[src/board_settings.svh]
`ifndef BOARD_SETTINGS_SVH
`define BOARD_SETTINGS_SVH

// random generator width
`define LFSR_WIDTH 8

// scancode queue entries, power of two
`define KBD_QUEUE_DEPTH 8

// flip-flops on each PS/2 line
`define PS2_SYNC_STAGES 2

`endif

[src/board_pkg.sv]
`default_nettype none

package board_pkg;

    typedef enum logic [2:0] {
        add         = 3'b000,
        sub         = 3'b001,
        not_a       = 3'b010,
        and_op      = 3'b011,
        or_op       = 3'b100,
        xor_op      = 3'b101,
        less_signed = 3'b110,
        equal       = 3'b111
    } alu_op_e;

    // active low, bit 7 is the decimal point, bits 6..0 are g..a
    typedef logic [7:0] seg_t;

    typedef logic [7:0] scancode_t;

    // set-2 make codes for a..z and 0..9
    function automatic logic [7:0] scan_to_ascii(scancode_t code);
        case (code)
            8'h1c: return 8'h61;
            8'h32: return 8'h62;
            8'h21: return 8'h63;
            8'h23: return 8'h64;
            8'h24: return 8'h65;
            8'h2b: return 8'h66;
            8'h34: return 8'h67;
            8'h33: return 8'h68;
            8'h43: return 8'h69;
            8'h3b: return 8'h6a;
            8'h42: return 8'h6b;
            8'h4b: return 8'h6c;
            8'h3a: return 8'h6d;
            8'h31: return 8'h6e;
            8'h44: return 8'h6f;
            8'h4d: return 8'h70;
            8'h15: return 8'h71;
            8'h2d: return 8'h72;
            8'h1b: return 8'h73;
            8'h2c: return 8'h74;
            8'h3c: return 8'h75;
            8'h2a: return 8'h76;
            8'h1d: return 8'h77;
            8'h22: return 8'h78;
            8'h35: return 8'h79;
            8'h1a: return 8'h7a;
            8'h45: return 8'h30;
            8'h16: return 8'h31;
            8'h1e: return 8'h32;
            8'h26: return 8'h33;
            8'h25: return 8'h34;
            8'h2e: return 8'h35;
            8'h36: return 8'h36;
            8'h3d: return 8'h37;
            8'h3e: return 8'h38;
            8'h46: return 8'h39;
            default: return 8'h00;
        endcase
    endfunction

endpackage

`default_nettype wire

[src/alu.sv]
`default_nettype none
`timescale 1ns/100ps

module alu (
    input  logic               [3:0] a,
    input  logic               [3:0] b,
    input  board_pkg::alu_op_e       op,
    output logic               [3:0] result,
    output logic                     zero,
    output logic                     overflow,
    output logic                     carry
);
    import board_pkg::*;

    logic [4:0] sum;
    logic [4:0] diff;

    assign sum  = {1'b0, a} + {1'b0, b};
    // a plus not b plus one, carry out is the inverted borrow
    assign diff = {1'b0, a} + {1'b0, ~b} + 5'd1;

    always_comb begin
        result   = 4'd0;
        overflow = 1'b0;
        carry    = 1'b0;
        case (op)
            add: begin
                result   = sum[3:0];
                carry    = sum[4];
                overflow = (a[3] == b[3]) && (sum[3] != a[3]);
            end
            sub: begin
                result   = diff[3:0];
                carry    = diff[4];
                overflow = (a[3] != b[3]) && (diff[3] != a[3]);
            end
            not_a: begin
                result = ~a;
            end
            and_op: begin
                result = a & b;
            end
            or_op: begin
                result = a | b;
            end
            xor_op: begin
                result = a ^ b;
            end
            less_signed: begin
                result = {3'b000, $signed(a) < $signed(b)};
            end
            equal: begin
                result = {3'b000, a == b};
            end
        endcase
    end

    assign zero = (result == 4'd0);

endmodule

`default_nettype wire

[src/lfsr_random.sv]
`default_nettype none
`timescale 1ns/100ps
`include "board_settings.svh"

module lfsr_random (
    input  logic                   btn,
    input  logic                   rst_n,
    input  logic                   step,
    output logic [`LFSR_WIDTH-1:0] value
);

    localparam logic [`LFSR_WIDTH-1:0] seed = 1;

    logic feedback;

    // taps at bits 4, 3, 2 and 0, shifted in at the top
    assign feedback = value[4] ^ value[3] ^ value[2] ^ value[0];

    always_ff @(posedge btn or negedge rst_n) begin
        if (!rst_n) begin
            value <= seed;
        end else if (step) begin
            // recover from the all-zero lockup state
            if (value == '0) begin
                value <= seed;
            end else begin
                value <= {feedback, value[`LFSR_WIDTH-1:1]};
            end
        end
    end

    // a nonzero state never steps into zero
    a_never_zero: assert property (
        @(posedge btn) disable iff (!rst_n)
        value != '0
    );

endmodule

`default_nettype wire

[src/ps2_receiver.sv]
`default_nettype none
`timescale 1ns/100ps
`include "board_settings.svh"

module ps2_receiver (
    input  logic                 btn,
    input  logic                 rst_n,
    input  logic                 ps2_clk,
    input  logic                 ps2_data,
    output board_pkg::scancode_t frame_code,
    output logic                 frame_valid
);

    localparam int sync_len = `PS2_SYNC_STAGES;

    logic [sync_len-1:0] clk_sync;
    logic [sync_len-1:0] data_sync;
    logic                clk_prev;
    logic                ps2_fall;
    logic [3:0]          bit_cnt;
    logic [10:0]         frame_shift;
    logic                frame_done;
    logic                frame_ok;

    // both lines idle high
    always_ff @(posedge btn or negedge rst_n) begin
        if (!rst_n) begin
            clk_sync  <= '1;
            data_sync <= '1;
            clk_prev  <= 1'b1;
        end else begin
            clk_sync  <= {clk_sync[sync_len-2:0], ps2_clk};
            data_sync <= {data_sync[sync_len-2:0], ps2_data};
            clk_prev  <= clk_sync[sync_len-1];
        end
    end

    assign ps2_fall = clk_prev & ~clk_sync[sync_len-1];

    // counts start, data, parity, stop
    always_ff @(posedge btn or negedge rst_n) begin
        if (!rst_n) begin
            bit_cnt    <= 4'd0;
            frame_done <= 1'b0;
        end else begin
            frame_done <= 1'b0;
            if (ps2_fall) begin
                if (bit_cnt == 4'd10) begin
                    bit_cnt    <= 4'd0;
                    frame_done <= 1'b1;
                end else begin
                    bit_cnt <= bit_cnt + 4'd1;
                end
            end
        end
    end

    // lsb first, so the start bit ends up in bit 0
    always_ff @(posedge btn) begin
        if (ps2_fall) begin
            frame_shift <= {data_sync[sync_len-1], frame_shift[10:1]};
        end
    end

    // start low, stop high, odd parity over data and parity bit
    assign frame_ok = ~frame_shift[0] & frame_shift[10] & (^frame_shift[9:1]);

    always_ff @(posedge btn or negedge rst_n) begin
        if (!rst_n) begin
            frame_valid <= 1'b0;
        end else begin
            frame_valid <= frame_done & frame_ok;
        end
    end

    assign frame_code = frame_shift[8:1];

    a_single_strobe: assert property (
        @(posedge btn) disable iff (!rst_n)
        frame_valid |=> !frame_valid
    );

endmodule

`default_nettype wire

[src/scancode_queue.sv]
`default_nettype none
`timescale 1ns/100ps
`include "board_settings.svh"

module scancode_queue (
    input  logic                 btn,
    input  logic                 rst_n,
    input  logic                 push,
    input  board_pkg::scancode_t push_code,
    input  logic                 pop_switch,
    output board_pkg::scancode_t head,
    output logic                 ready,
    output logic                 overflow
);
    import board_pkg::*;

    localparam int depth = `KBD_QUEUE_DEPTH;
    localparam int ptr_w = $clog2(depth);

    scancode_t        mem [depth];
    logic [ptr_w-1:0] wr_ptr;
    logic [ptr_w-1:0] rd_ptr;
    logic [ptr_w:0]   count;
    logic             pop_last;
    logic             pop_req;
    logic             full;
    logic             do_write;
    logic             do_read;

    assign full     = (count == (ptr_w + 1)'(depth));
    assign ready    = (count != '0);
    assign do_write = push & ~full;
    assign do_read  = pop_req & ready;

    // rising edge of the pop switch, acted on one cycle later
    always_ff @(posedge btn or negedge rst_n) begin
        if (!rst_n) begin
            pop_last <= 1'b0;
            pop_req  <= 1'b0;
        end else begin
            pop_last <= pop_switch;
            pop_req  <= pop_switch & ~pop_last;
        end
    end

    always_ff @(posedge btn or negedge rst_n) begin
        if (!rst_n) begin
            wr_ptr   <= '0;
            rd_ptr   <= '0;
            count    <= '0;
            overflow <= 1'b0;
        end else begin
            if (do_write) begin
                wr_ptr <= wr_ptr + 1'b1;
            end
            if (do_read) begin
                rd_ptr <= rd_ptr + 1'b1;
            end
            case ({do_write, do_read})
                2'b10:   count <= count + 1'b1;
                2'b01:   count <= count - 1'b1;
                default: count <= count;
            endcase
            // sticky, frames arriving while full are lost
            if (push && full) begin
                overflow <= 1'b1;
            end
        end
    end

    always_ff @(posedge btn) begin
        if (do_write) begin
            mem[wr_ptr] <= push_code;
        end
    end

    // empty queue reads as zero
    assign head = ready ? mem[rd_ptr] : '0;

    a_count_bound: assert property (
        @(posedge btn) disable iff (!rst_n)
        count <= (ptr_w + 1)'(depth)
    );

    a_no_underflow: assert property (
        @(posedge btn) disable iff (!rst_n)
        (count == '0) |=> (count <= 1)
    );

endmodule

`default_nettype wire

[src/hex_to_seg.sv]
`default_nettype none
`timescale 1ns/100ps

module hex_to_seg (
    input  logic [3:0]      digit,
    output board_pkg::seg_t pattern
);

    // active low, decimal point kept dark
    always_comb begin
        case (digit)
            4'h0: pattern = 8'hc0;
            4'h1: pattern = 8'hf9;
            4'h2: pattern = 8'ha4;
            4'h3: pattern = 8'hb0;
            4'h4: pattern = 8'h99;
            4'h5: pattern = 8'h92;
            4'h6: pattern = 8'h82;
            4'h7: pattern = 8'hf8;
            4'h8: pattern = 8'h80;
            4'h9: pattern = 8'h90;
            4'ha: pattern = 8'h88;
            4'hb: pattern = 8'h83;
            4'hc: pattern = 8'hc6;
            4'hd: pattern = 8'ha1;
            4'he: pattern = 8'h86;
            4'hf: pattern = 8'h8e;
        endcase
    end

endmodule

`default_nettype wire

[src/board_top.sv]
`default_nettype none
`timescale 1ns/100ps
`include "board_settings.svh"

module board_top (
    input  logic            btn,
    input  logic            rst_n,
    input  logic [15:0]     sw,
    input  logic            ps2_clk,
    input  logic            ps2_data,
    output logic [15:0]     ledr,
    output board_pkg::seg_t seg0,
    output board_pkg::seg_t seg1,
    output board_pkg::seg_t seg2,
    output board_pkg::seg_t seg3,
    output board_pkg::seg_t seg4,
    output board_pkg::seg_t seg5,
    output board_pkg::seg_t seg6,
    output board_pkg::seg_t seg7
);
    import board_pkg::*;

    // only segment g lit
    localparam seg_t seg_minus = 8'hbf;
    localparam seg_t seg_blank = 8'hff;

    alu_op_e                alu_op;
    logic [3:0]             alu_result;
    logic                   alu_zero;
    logic                   alu_overflow;
    logic                   alu_carry;
    logic [`LFSR_WIDTH-1:0] rnd_value;
    scancode_t              frame_code;
    logic                   frame_valid;
    scancode_t              head_code;
    logic                   kbd_ready;
    logic                   kbd_overflow;
    logic [7:0]             ascii_code;

    assign alu_op = alu_op_e'(sw[10:8]);

    alu alu_inst (
        .a        (sw[3:0]),
        .b        (sw[7:4]),
        .op       (alu_op),
        .result   (alu_result),
        .zero     (alu_zero),
        .overflow (alu_overflow),
        .carry    (alu_carry)
    );

    lfsr_random lfsr_random_inst (
        .btn   (btn),
        .rst_n (rst_n),
        .step  (sw[15]),
        .value (rnd_value)
    );

    ps2_receiver ps2_receiver_inst (
        .btn         (btn),
        .rst_n       (rst_n),
        .ps2_clk     (ps2_clk),
        .ps2_data    (ps2_data),
        .frame_code  (frame_code),
        .frame_valid (frame_valid)
    );

    // pop on sw[11] going high
    scancode_queue scancode_queue_inst (
        .btn        (btn),
        .rst_n      (rst_n),
        .push       (frame_valid),
        .push_code  (frame_code),
        .pop_switch (sw[11]),
        .head       (head_code),
        .ready      (kbd_ready),
        .overflow   (kbd_overflow)
    );

    assign ascii_code = scan_to_ascii(head_code);

    assign ledr = {7'd0, kbd_overflow, kbd_ready, alu_carry, alu_overflow, alu_zero, alu_result};

    hex_to_seg seg0_inst (.digit(head_code[3:0]), .pattern(seg0));
    hex_to_seg seg1_inst (.digit(head_code[7:4]), .pattern(seg1));
    hex_to_seg seg2_inst (.digit(ascii_code[3:0]), .pattern(seg2));
    hex_to_seg seg3_inst (.digit(ascii_code[7:4]), .pattern(seg3));
    hex_to_seg seg4_inst (.digit(rnd_value[3:0]), .pattern(seg4));
    hex_to_seg seg5_inst (.digit(rnd_value[7:4]), .pattern(seg5));
    hex_to_seg seg6_inst (.digit(alu_result), .pattern(seg6));

    // sign of the ALU result read as two's complement
    assign seg7 = alu_result[3] ? seg_minus : seg_blank;

endmodule

`default_nettype wire

[config.mk]
export PLATFORM = sky130hd
export DESIGN_NAME = board_top
export DESIGN_NICKNAME = d
export VERILOG_FILES = /design/src/board_pkg.sv /design/src/alu.sv /design/src/lfsr_random.sv /design/src/ps2_receiver.sv /design/src/scancode_queue.sv /design/src/hex_to_seg.sv /design/src/board_top.sv
export VERILOG_INCLUDE_DIRS = /design/src
export SDC_FILE = /design/constraint.sdc
export NUM_CORES = 1
export LEC_CHECK = 0
export ABC_AREA = 1
export BUFFER_PORTS_ARGS = -buffer_cell sky130_fd_sc_hd__clkbuf_2
export CAP_MARGIN = 40
export CELL_PAD_IN_SITES_DETAIL_PLACEMENT = 2
export CELL_PAD_IN_SITES_GLOBAL_PLACEMENT = 2
export CORE_MARGIN = 2
export CORE_UTILIZATION = 39
export CTS_BUF_LIST = sky130_fd_sc_hd__clkbuf_4
export DETAILED_ROUTE_END_ITERATION = 10
export GPL_TIMING_DRIVEN = 0
export MAX_ROUTING_LAYER = met4
export PLACE_DENSITY = 0.95
export SYNTH_ARGS = -nofsm -noshare
export SYNTH_HDL_FRONTEND = slang
export SYNTH_SLANG_ARGS = --single-unit
[constraint.sdc]
create_clock -name btn -period 6.7 [get_ports btn]
set_input_delay 1.34 -clock btn [delete_from_list [all_inputs] [get_ports btn]]
set_output_delay 1.34 -clock btn [all_outputs]
set_load 0.03 [all_outputs]
Word-level counts from Yosys, hierarchy flattened
Memory sizes are Yosys's and may differ from the RTL's.
Cells that the tools add are included.

storage, ports and cells
  flip-flop bits (word level) = 43
  memory bits (writable) = 64
  ROM bits = 1680
  input port bits = 20
  output and inout bits = 80
  word-level logic and storage cells = 89
  memories kept = 9

memories
  memory           words  bits a word  rd ports  clocked after Yosys merged registers in  write ports  RTL line          source
  (no name shown)  128    7            1         0                                        0            board_pkg.sv:23   case (code)
  (no name shown)  16     7            1         0                                        0            hex_to_seg.sv:11  case (digit)
  (no name shown)  16     7            1         0                                        0            hex_to_seg.sv:11
  (no name shown)  16     7            1         0                                        0            hex_to_seg.sv:11
  (no name shown)  16     7            1         0                                        0            hex_to_seg.sv:11
  (no name shown)  16     7            1         0                                        0            hex_to_seg.sv:11
  +3 memories      --     --           --        --                                       --           --

cells by class
  add/subtract/negate cells = 8
  magnitude comparators = 1
  equality and inequality tests = 16
  muxes and demuxes = 13
  bitwise logic cells = 19
  reduce and logical (&&, ||, !) cells = 9

operator list
  cell                 number
  $pmux 4 s8           1
  $mux 8               3
  $eq 3x3->1 const B   4
  $add 4x4->5          2
  $reduce_xor 9->1     1
  $add 4x1->4 const B  2
  $eq 4x4->1 const B   2
  $logic_not 8->1      1
  $not 4->4            2
  $pmux 4 s2           1
  $and 1x1->1          7
  $mux 7               1
  $add 3x1->3 const B  2
  $eq 3x2->1 const B   2
  $add 5x1->5 const B  1
  $and 4x4->4          1
  $eq 4x4->1           1
  $logic_not 4->1      1
  $lt 4x4->1           1
  $mux 1               4
  $mux 4               1
  $not 1->1            4
  $or 4x4->4           1
  $pmux 1 s2           2
  other kinds (12)     18

Depth between registers and ports, before layout
  depth after elaboration = 6
  mapped depth = 23
  depth with buffers taken out = 21

Modules after synthesis
Synthesis repeated with hierarchy kept, for this count alone.

second synthesis, totals
  cell total of the unflattened synthesis = 1069
  area, all modules = 8166.6 µm²

by module, submodules not included
  module          instances  cells an instance  area an instance (µm²)  seq. area each (µm²)
  scancode_queue  1          274                3239.4                  2247.2
  hex_to_seg      7          51                 285.3                   0.0
  board_top       1          173                924.6                   0.0
  ps2_receiver    1          85                 920.9                   611.8
  alu             1          129                706.9                   0.0
  lfsr_random     1          51                 377.9                   201.4

Least setup slack after synthesis
No wires, ideal clock.

  kind = input to output
  start point = input sw[0]
  end point = output seg6[3]
  arrival = 4.033 ns
  data required time = 5.360 ns
  setup slack = 1.327 ns
  stages = 18
  path buffers = 0
  cells stage by stage = inv_1 > ha_1 > inv_1 > fa_1 > inv_1 > nor2_1 > o21ai_0 > nand2_1 > inv_1 > o21ai_0 > o221ai_1 > nand2_1 > nand2_1 > inv_1 > ha_1 > o21ai_0 > nor2_1 > a31oi_1

between the ends
  word-level cells in the longest chain between the ends = 4
  elaborated cells on any way between the ends = 11
  those cells by class = add/sub (3); order compare (1); eq/ne (1); mux (1); bitwise (4); memory (1)

RTL lines
  element           RTL line         source
  start, declared   board_top.sv:8   input logic [15:0] sw,
  $add 4x4->5       alu.sv:20        assign diff = {1'b0, a} + {1'b0, ~b} + 5'd1;
  $add 5x1->5       alu.sv:20
  $pmux 4 s8 (*)    alu.sv:26        case (op)
  via ledr[0]       board_top.sv:11  output logic [15:0] ledr,
  $mem_v2 16x7 (*)  --
  end, declared     board_top.sv:18  output board_pkg::seg_t seg6,

The timed path passes the listed nets; every way through them passes the cells marked *.

Worst setup path in the final report
  start point = register scancode_queue_inst.count[0]
  end point = output seg2[1]

between the ends
  word-level cells in the longest chain between the ends = 5

RTL lines
  element                 RTL line              source
  start, declared         scancode_queue.sv:23  logic [ptr_w:0] count;
  start signal, assigned  scancode_queue.sv:60  2'b10: count <= count + 1'b1;
  start signal, assigned  scancode_queue.sv:61  2'b01: count <= count - 1'b1;
  start signal, assigned  scancode_queue.sv:62  default: count <= count;
  $reduce_bool 4->1 (*)   scancode_queue.sv:31  assign ready = (count != '0);
  via kbd_ready           board_top.sv:36       logic kbd_ready;
  $mux 8 (*)              scancode_queue.sv:78  assign head = ready ? mem[rd_ptr] : '0;
  $mem_v2 128x7           --
  $mux 8 (*)              board_pkg.sv:23
  $mem_v2 16x7 (*)        --
  end, declared           board_top.sv:14       output board_pkg::seg_t seg2,

Marks and branches as above.

==> results.py <==
metrics = {
    "sta": {
        "setup_tns_ps": 0,
        "period_share_pct": 87.12,
        "min_period_ps": 5837,
        "rsz0062_at_grt": "false",
        "tightestPinTransition_ps": 931.2,
        "clock.fmax_ghz": 0.1713,
        "hold_violations": 0,
        "slew_headroom_pct": 37.69,
        "slew_violations": 0,
        "setup_viol": 0,
        "clock-skew-final_ps": 29.93,
    },
    "critical_path": {
        "startpoint": "scancode_queue_inst.count[0]",
        "reg2reg_from": "scancode_queue_inst.count[0]",
        "crit_arrival_ps": 4500,
        "crit_type": "reg -> out",
        "r2r_slack_ps": 3540,
        "required_ps": 5360,
        "r2r_end": "scancode_queue_inst.count[3]",
        "start_kind": "register",
        "end_kind": "primary output",
        "r2r_cells": 14,
        "crit_fanout": 10,
    },
    "finish": {
        "layout_commonest_cell": "nand2_1",
        "regArea_mm2": 0.003060,
        "nNetsFinal": 1100,
        "syn2layout_area_growth_pct": 12.34,
        "diodes": 0,
        "final_cell_mix": "nand2_1, inv_1, nor2_1, nand3_1, edfxtp_1",
        "fillers": 2172,
        "multi_input_area_mm2": 0.003640,
        "drive_above_1_share_pct": 18.40,
    },
    "placement": {
        "io_buffers": 74,
        "gp_congestion": 0.8592,
        "dp_hpwl_um": 19360,
    },
    "detailed_routing": {
        "vias": 6678,
        "top_layer_used": "met4",
        "met1_length_um": 10720,
        "ant_nets": 0,
        "wl_met3_um": 603,
        "wl_um": 25040,
        "avgViaCountPerCell": 5.317,
        "drt_first_pass_iters": 4,
        "drc": 0,
        "wire_per_inst_um": 19.93,
        "drtIter0Drc": 274,
        "wl_met2_um": 13320,
    },
    "cts": {
        "clock_latency_ps": 470,
        "cts_setup_buffers": 0,
        "cts.clk_slew.worst_paths_ps": 170,
        "post_cts_resized": 0,
        "numCtsBuffers": 9,
        "ctsHoldBuffers": 0,
        "cts_tree": "yes",
        "cts_buffer_depth": 2,
        "htree_levels": 3,
        "cts_num_sinks": 107,
        "cts_root_buf": "clkbuf_4",
    },
    "synth": {
        "synth_seq_cells": 107,
        "synth-edff-count": 75,
        "synth_xor_area_share_pct": 2.242,
        "synth_area_mm2": 0.007422,
        "avgSynthCellArea_um2": 8.201,
        "yosysSeqAreaShare_pct": 41.23,
        "synthMuxAreaShare_pct": 0,
        "synth_cell_types": 49,
        "ys_warn_count": 0,
        "synth_compound_area_share_pct": 10.59,
        "synth_fa_ha_area_share_pct": 10.92,
        "synth_top_family_by_area": "simple AND/OR/NAND/NOR gates",
        "ys_dominant_reg_cell": "edfxtp_1",
        "synthArstFlopShare_pct": 29.91,
        "yosys.area_share.simple_pct": 24.22,
        "syn_inst": 905,
    },
    "flow_run": {
        "cap_violations": 0,
    },
    "global_routing": {
        "antenna_found_initial": 0,
        "grt.total_usage_pct": 25.99,
        "grt_start_max_net_pins": 33,
        "grt_pass1_wl_um": 39860,
        "gr-total-overflow": 0,
        "first_global_vias": 7293,
    },
    "die": {
        "die_x_um": 142.0,
        "dieArea_mm2": 0.02015,
        "ioPinCount": 100,
        "fp.dieH_um": 142.0,
        "initial_utilization_pct": 39.68,
        "core_mm2": 0.01871,
        "fp-row-count": 50,
    },
    "min_path": {
        "hold_end": "ps2_receiver_inst.data_sync[1]",
        "holdPathStages": 0,
        "hold_start": "ps2_receiver_inst.data_sync[0]",
        "hold_class": "reg -> reg",
    },
    "status": {
        "status": "completed",
    },
}
==> worst max path at each step <==
stage,cells past startpoint,slack [ps],end
final,20,860,seg2[1]
after global routing,20,620,seg2[1]
after CTS,20,840,seg2[1]
after detailed placement,20,1030,seg6[3]
after global placement,20,1210,seg6[3]
after floorplan,18,1330,seg6[3]
==> metal layers <==
layer,vias to the layer above,global-route usage [%]
met2,138,46.93
li1,3154,-
met5,-,-
met4,0,6.895
met1,3359,31.07
met3,27,2.692
==> metrics by stage <==
| stage | std cells | setup slack [ps] | hold slack, ps | instance area, um2 | utilization, % |
|---|---|---|---|---|---|
| after floorplan | 924 | 1327 | 345.2 | 7493 | - |
| after global placement | 1232 | 1209 | 345.5 | 8157 | 43.61 |
| after detailed placement | 1238 | 1026 | 349.0 | 8202 | 43.85 |
| after CTS | 1254 | 842.9 | 364.0 | 8323 | 44.50 |
| after global routing | 1256 | 616.8 | 362.8 | 8338 | 44.58 |
| final | 1256 | 862.9 | 371.1 | 8338 | 44.58 |
==> registers in the layout (all words and copies together) (netlist names), 2 cells and up <==
| register | count |
|---|---|
| ps2_receiver_inst.clk_sync | 2 |
| ps2_receiver_inst.frame_shift | 11 |
| scancode_queue_inst.count | 4 |
| ps2_receiver_inst.data_sync | 2 |
| scancode_queue_inst.wr_ptr | 3 |
| scancode_queue_inst.mem | 64 |
| scancode_queue_inst.rd_ptr | 3 |
| lfsr_random_inst.value | 8 |
| ps2_receiver_inst.bit_cnt | 4 |
==> cells by family (layout without fill, tap and decap cells) <==
group                      after synthesis  count (layout)
buffers and inverters                  167             265
other                                    2              21
AOI/OAI and AO/OA                      133             133
adders and majority gates               63              63
DFF                                    107             107
xor gates and xnor gates                19              19
and+or+nand+nor                        414             414
==> worst max-delay path: stages, from the launching register on <==
cell and delay (ps):
dfrtp_1 470, nor2_1 260, nand3_2 270, buf_2 310
nand3_1 310, inv_1 210, ha_1 320, nand2_2 150
nand3_1 170, nand2_1 110, nand2_1 50, nand3_1 90
nand2_1 70, nand2_1 210, inv_1 140, ha_1 320
nand3b_1 180, inv_1 80, nand2_1 40, nand2_1 70
clkbuf_2 220
==> synth_stat cells (2+ instances only) <==
| cell | number | area share (%) |
|---|---|---|
| nand2_1 | 205 | 10 |
| inv_1 | 100 | 5.1 |
| nor2_1 | 97 | 4.9 |
| edfxtp_1 | 75 | 30 |
| nand3_1 | 75 | 5.1 |
| ha_1 | 60 | 10 |
| o21ai_0 | 60 | 4.0 |
| buf_4 | 35 | 3.5 |
| dfrtp_1 | 26 | 8.8 |
| a21oi_1 | 21 | 1.4 |
| inv_2 | 10 | 0.51 |
| xor2_1 | 10 | 1.2 |
| buf_2 | 9 | 0.61 |
| nand4_1 | 9 | 0.76 |
| xnor2_1 | 9 | 1.1 |
| a31oi_1 | 8 | 0.67 |
| o21ai_1 | 8 | 0.54 |
| clkbuf_1 | 7 | 0.35 |
| o22ai_1 | 7 | 0.59 |
| dfstp_2 | 6 | 2.1 |
| nand2_2 | 6 | 0.51 |
| nand3_2 | 6 | 0.81 |
| o211ai_1 | 5 | 0.51 |
| a221oi_1 | 4 | 0.47 |
| o31ai_1 | 4 | 0.40 |
| or2_2 | 4 | 0.34 |
| buf_6 | 3 | 0.46 |
| fa_1 | 3 | 0.81 |
| nor2_2 | 3 | 0.25 |
| o221ai_1 | 3 | 0.35 |
| a21o_1 | 2 | 0.20 |
| clkinv_1 | 2 | 0.10 |
| conb_1 | 2 | 0.10 |
| nand2_4 | 2 | 0.30 |
| nand3b_1 | 2 | 0.20 |
| nor3_1 | 2 | 0.13 |
| o21ai_2 | 2 | 0.24 |
| o21bai_1 | 2 | 0.20 |
==> final cells by class <==
cell class / instances / share of cell area [%]
multi-input combinational: 650 / 43.65
sequential: 107 / 36.70
timing repair buffer: 82 / 5.162
inverter: 113 / 5.102
buffer: 54 / 4.412
tap: 234 / 3.511
clock buffer: 11 / 0.9904
clock inverter: 5 / 0.4652
Power is not shown: default switching activity piles up to over one toggle a cycle in this logic, so the estimate is an artifact.
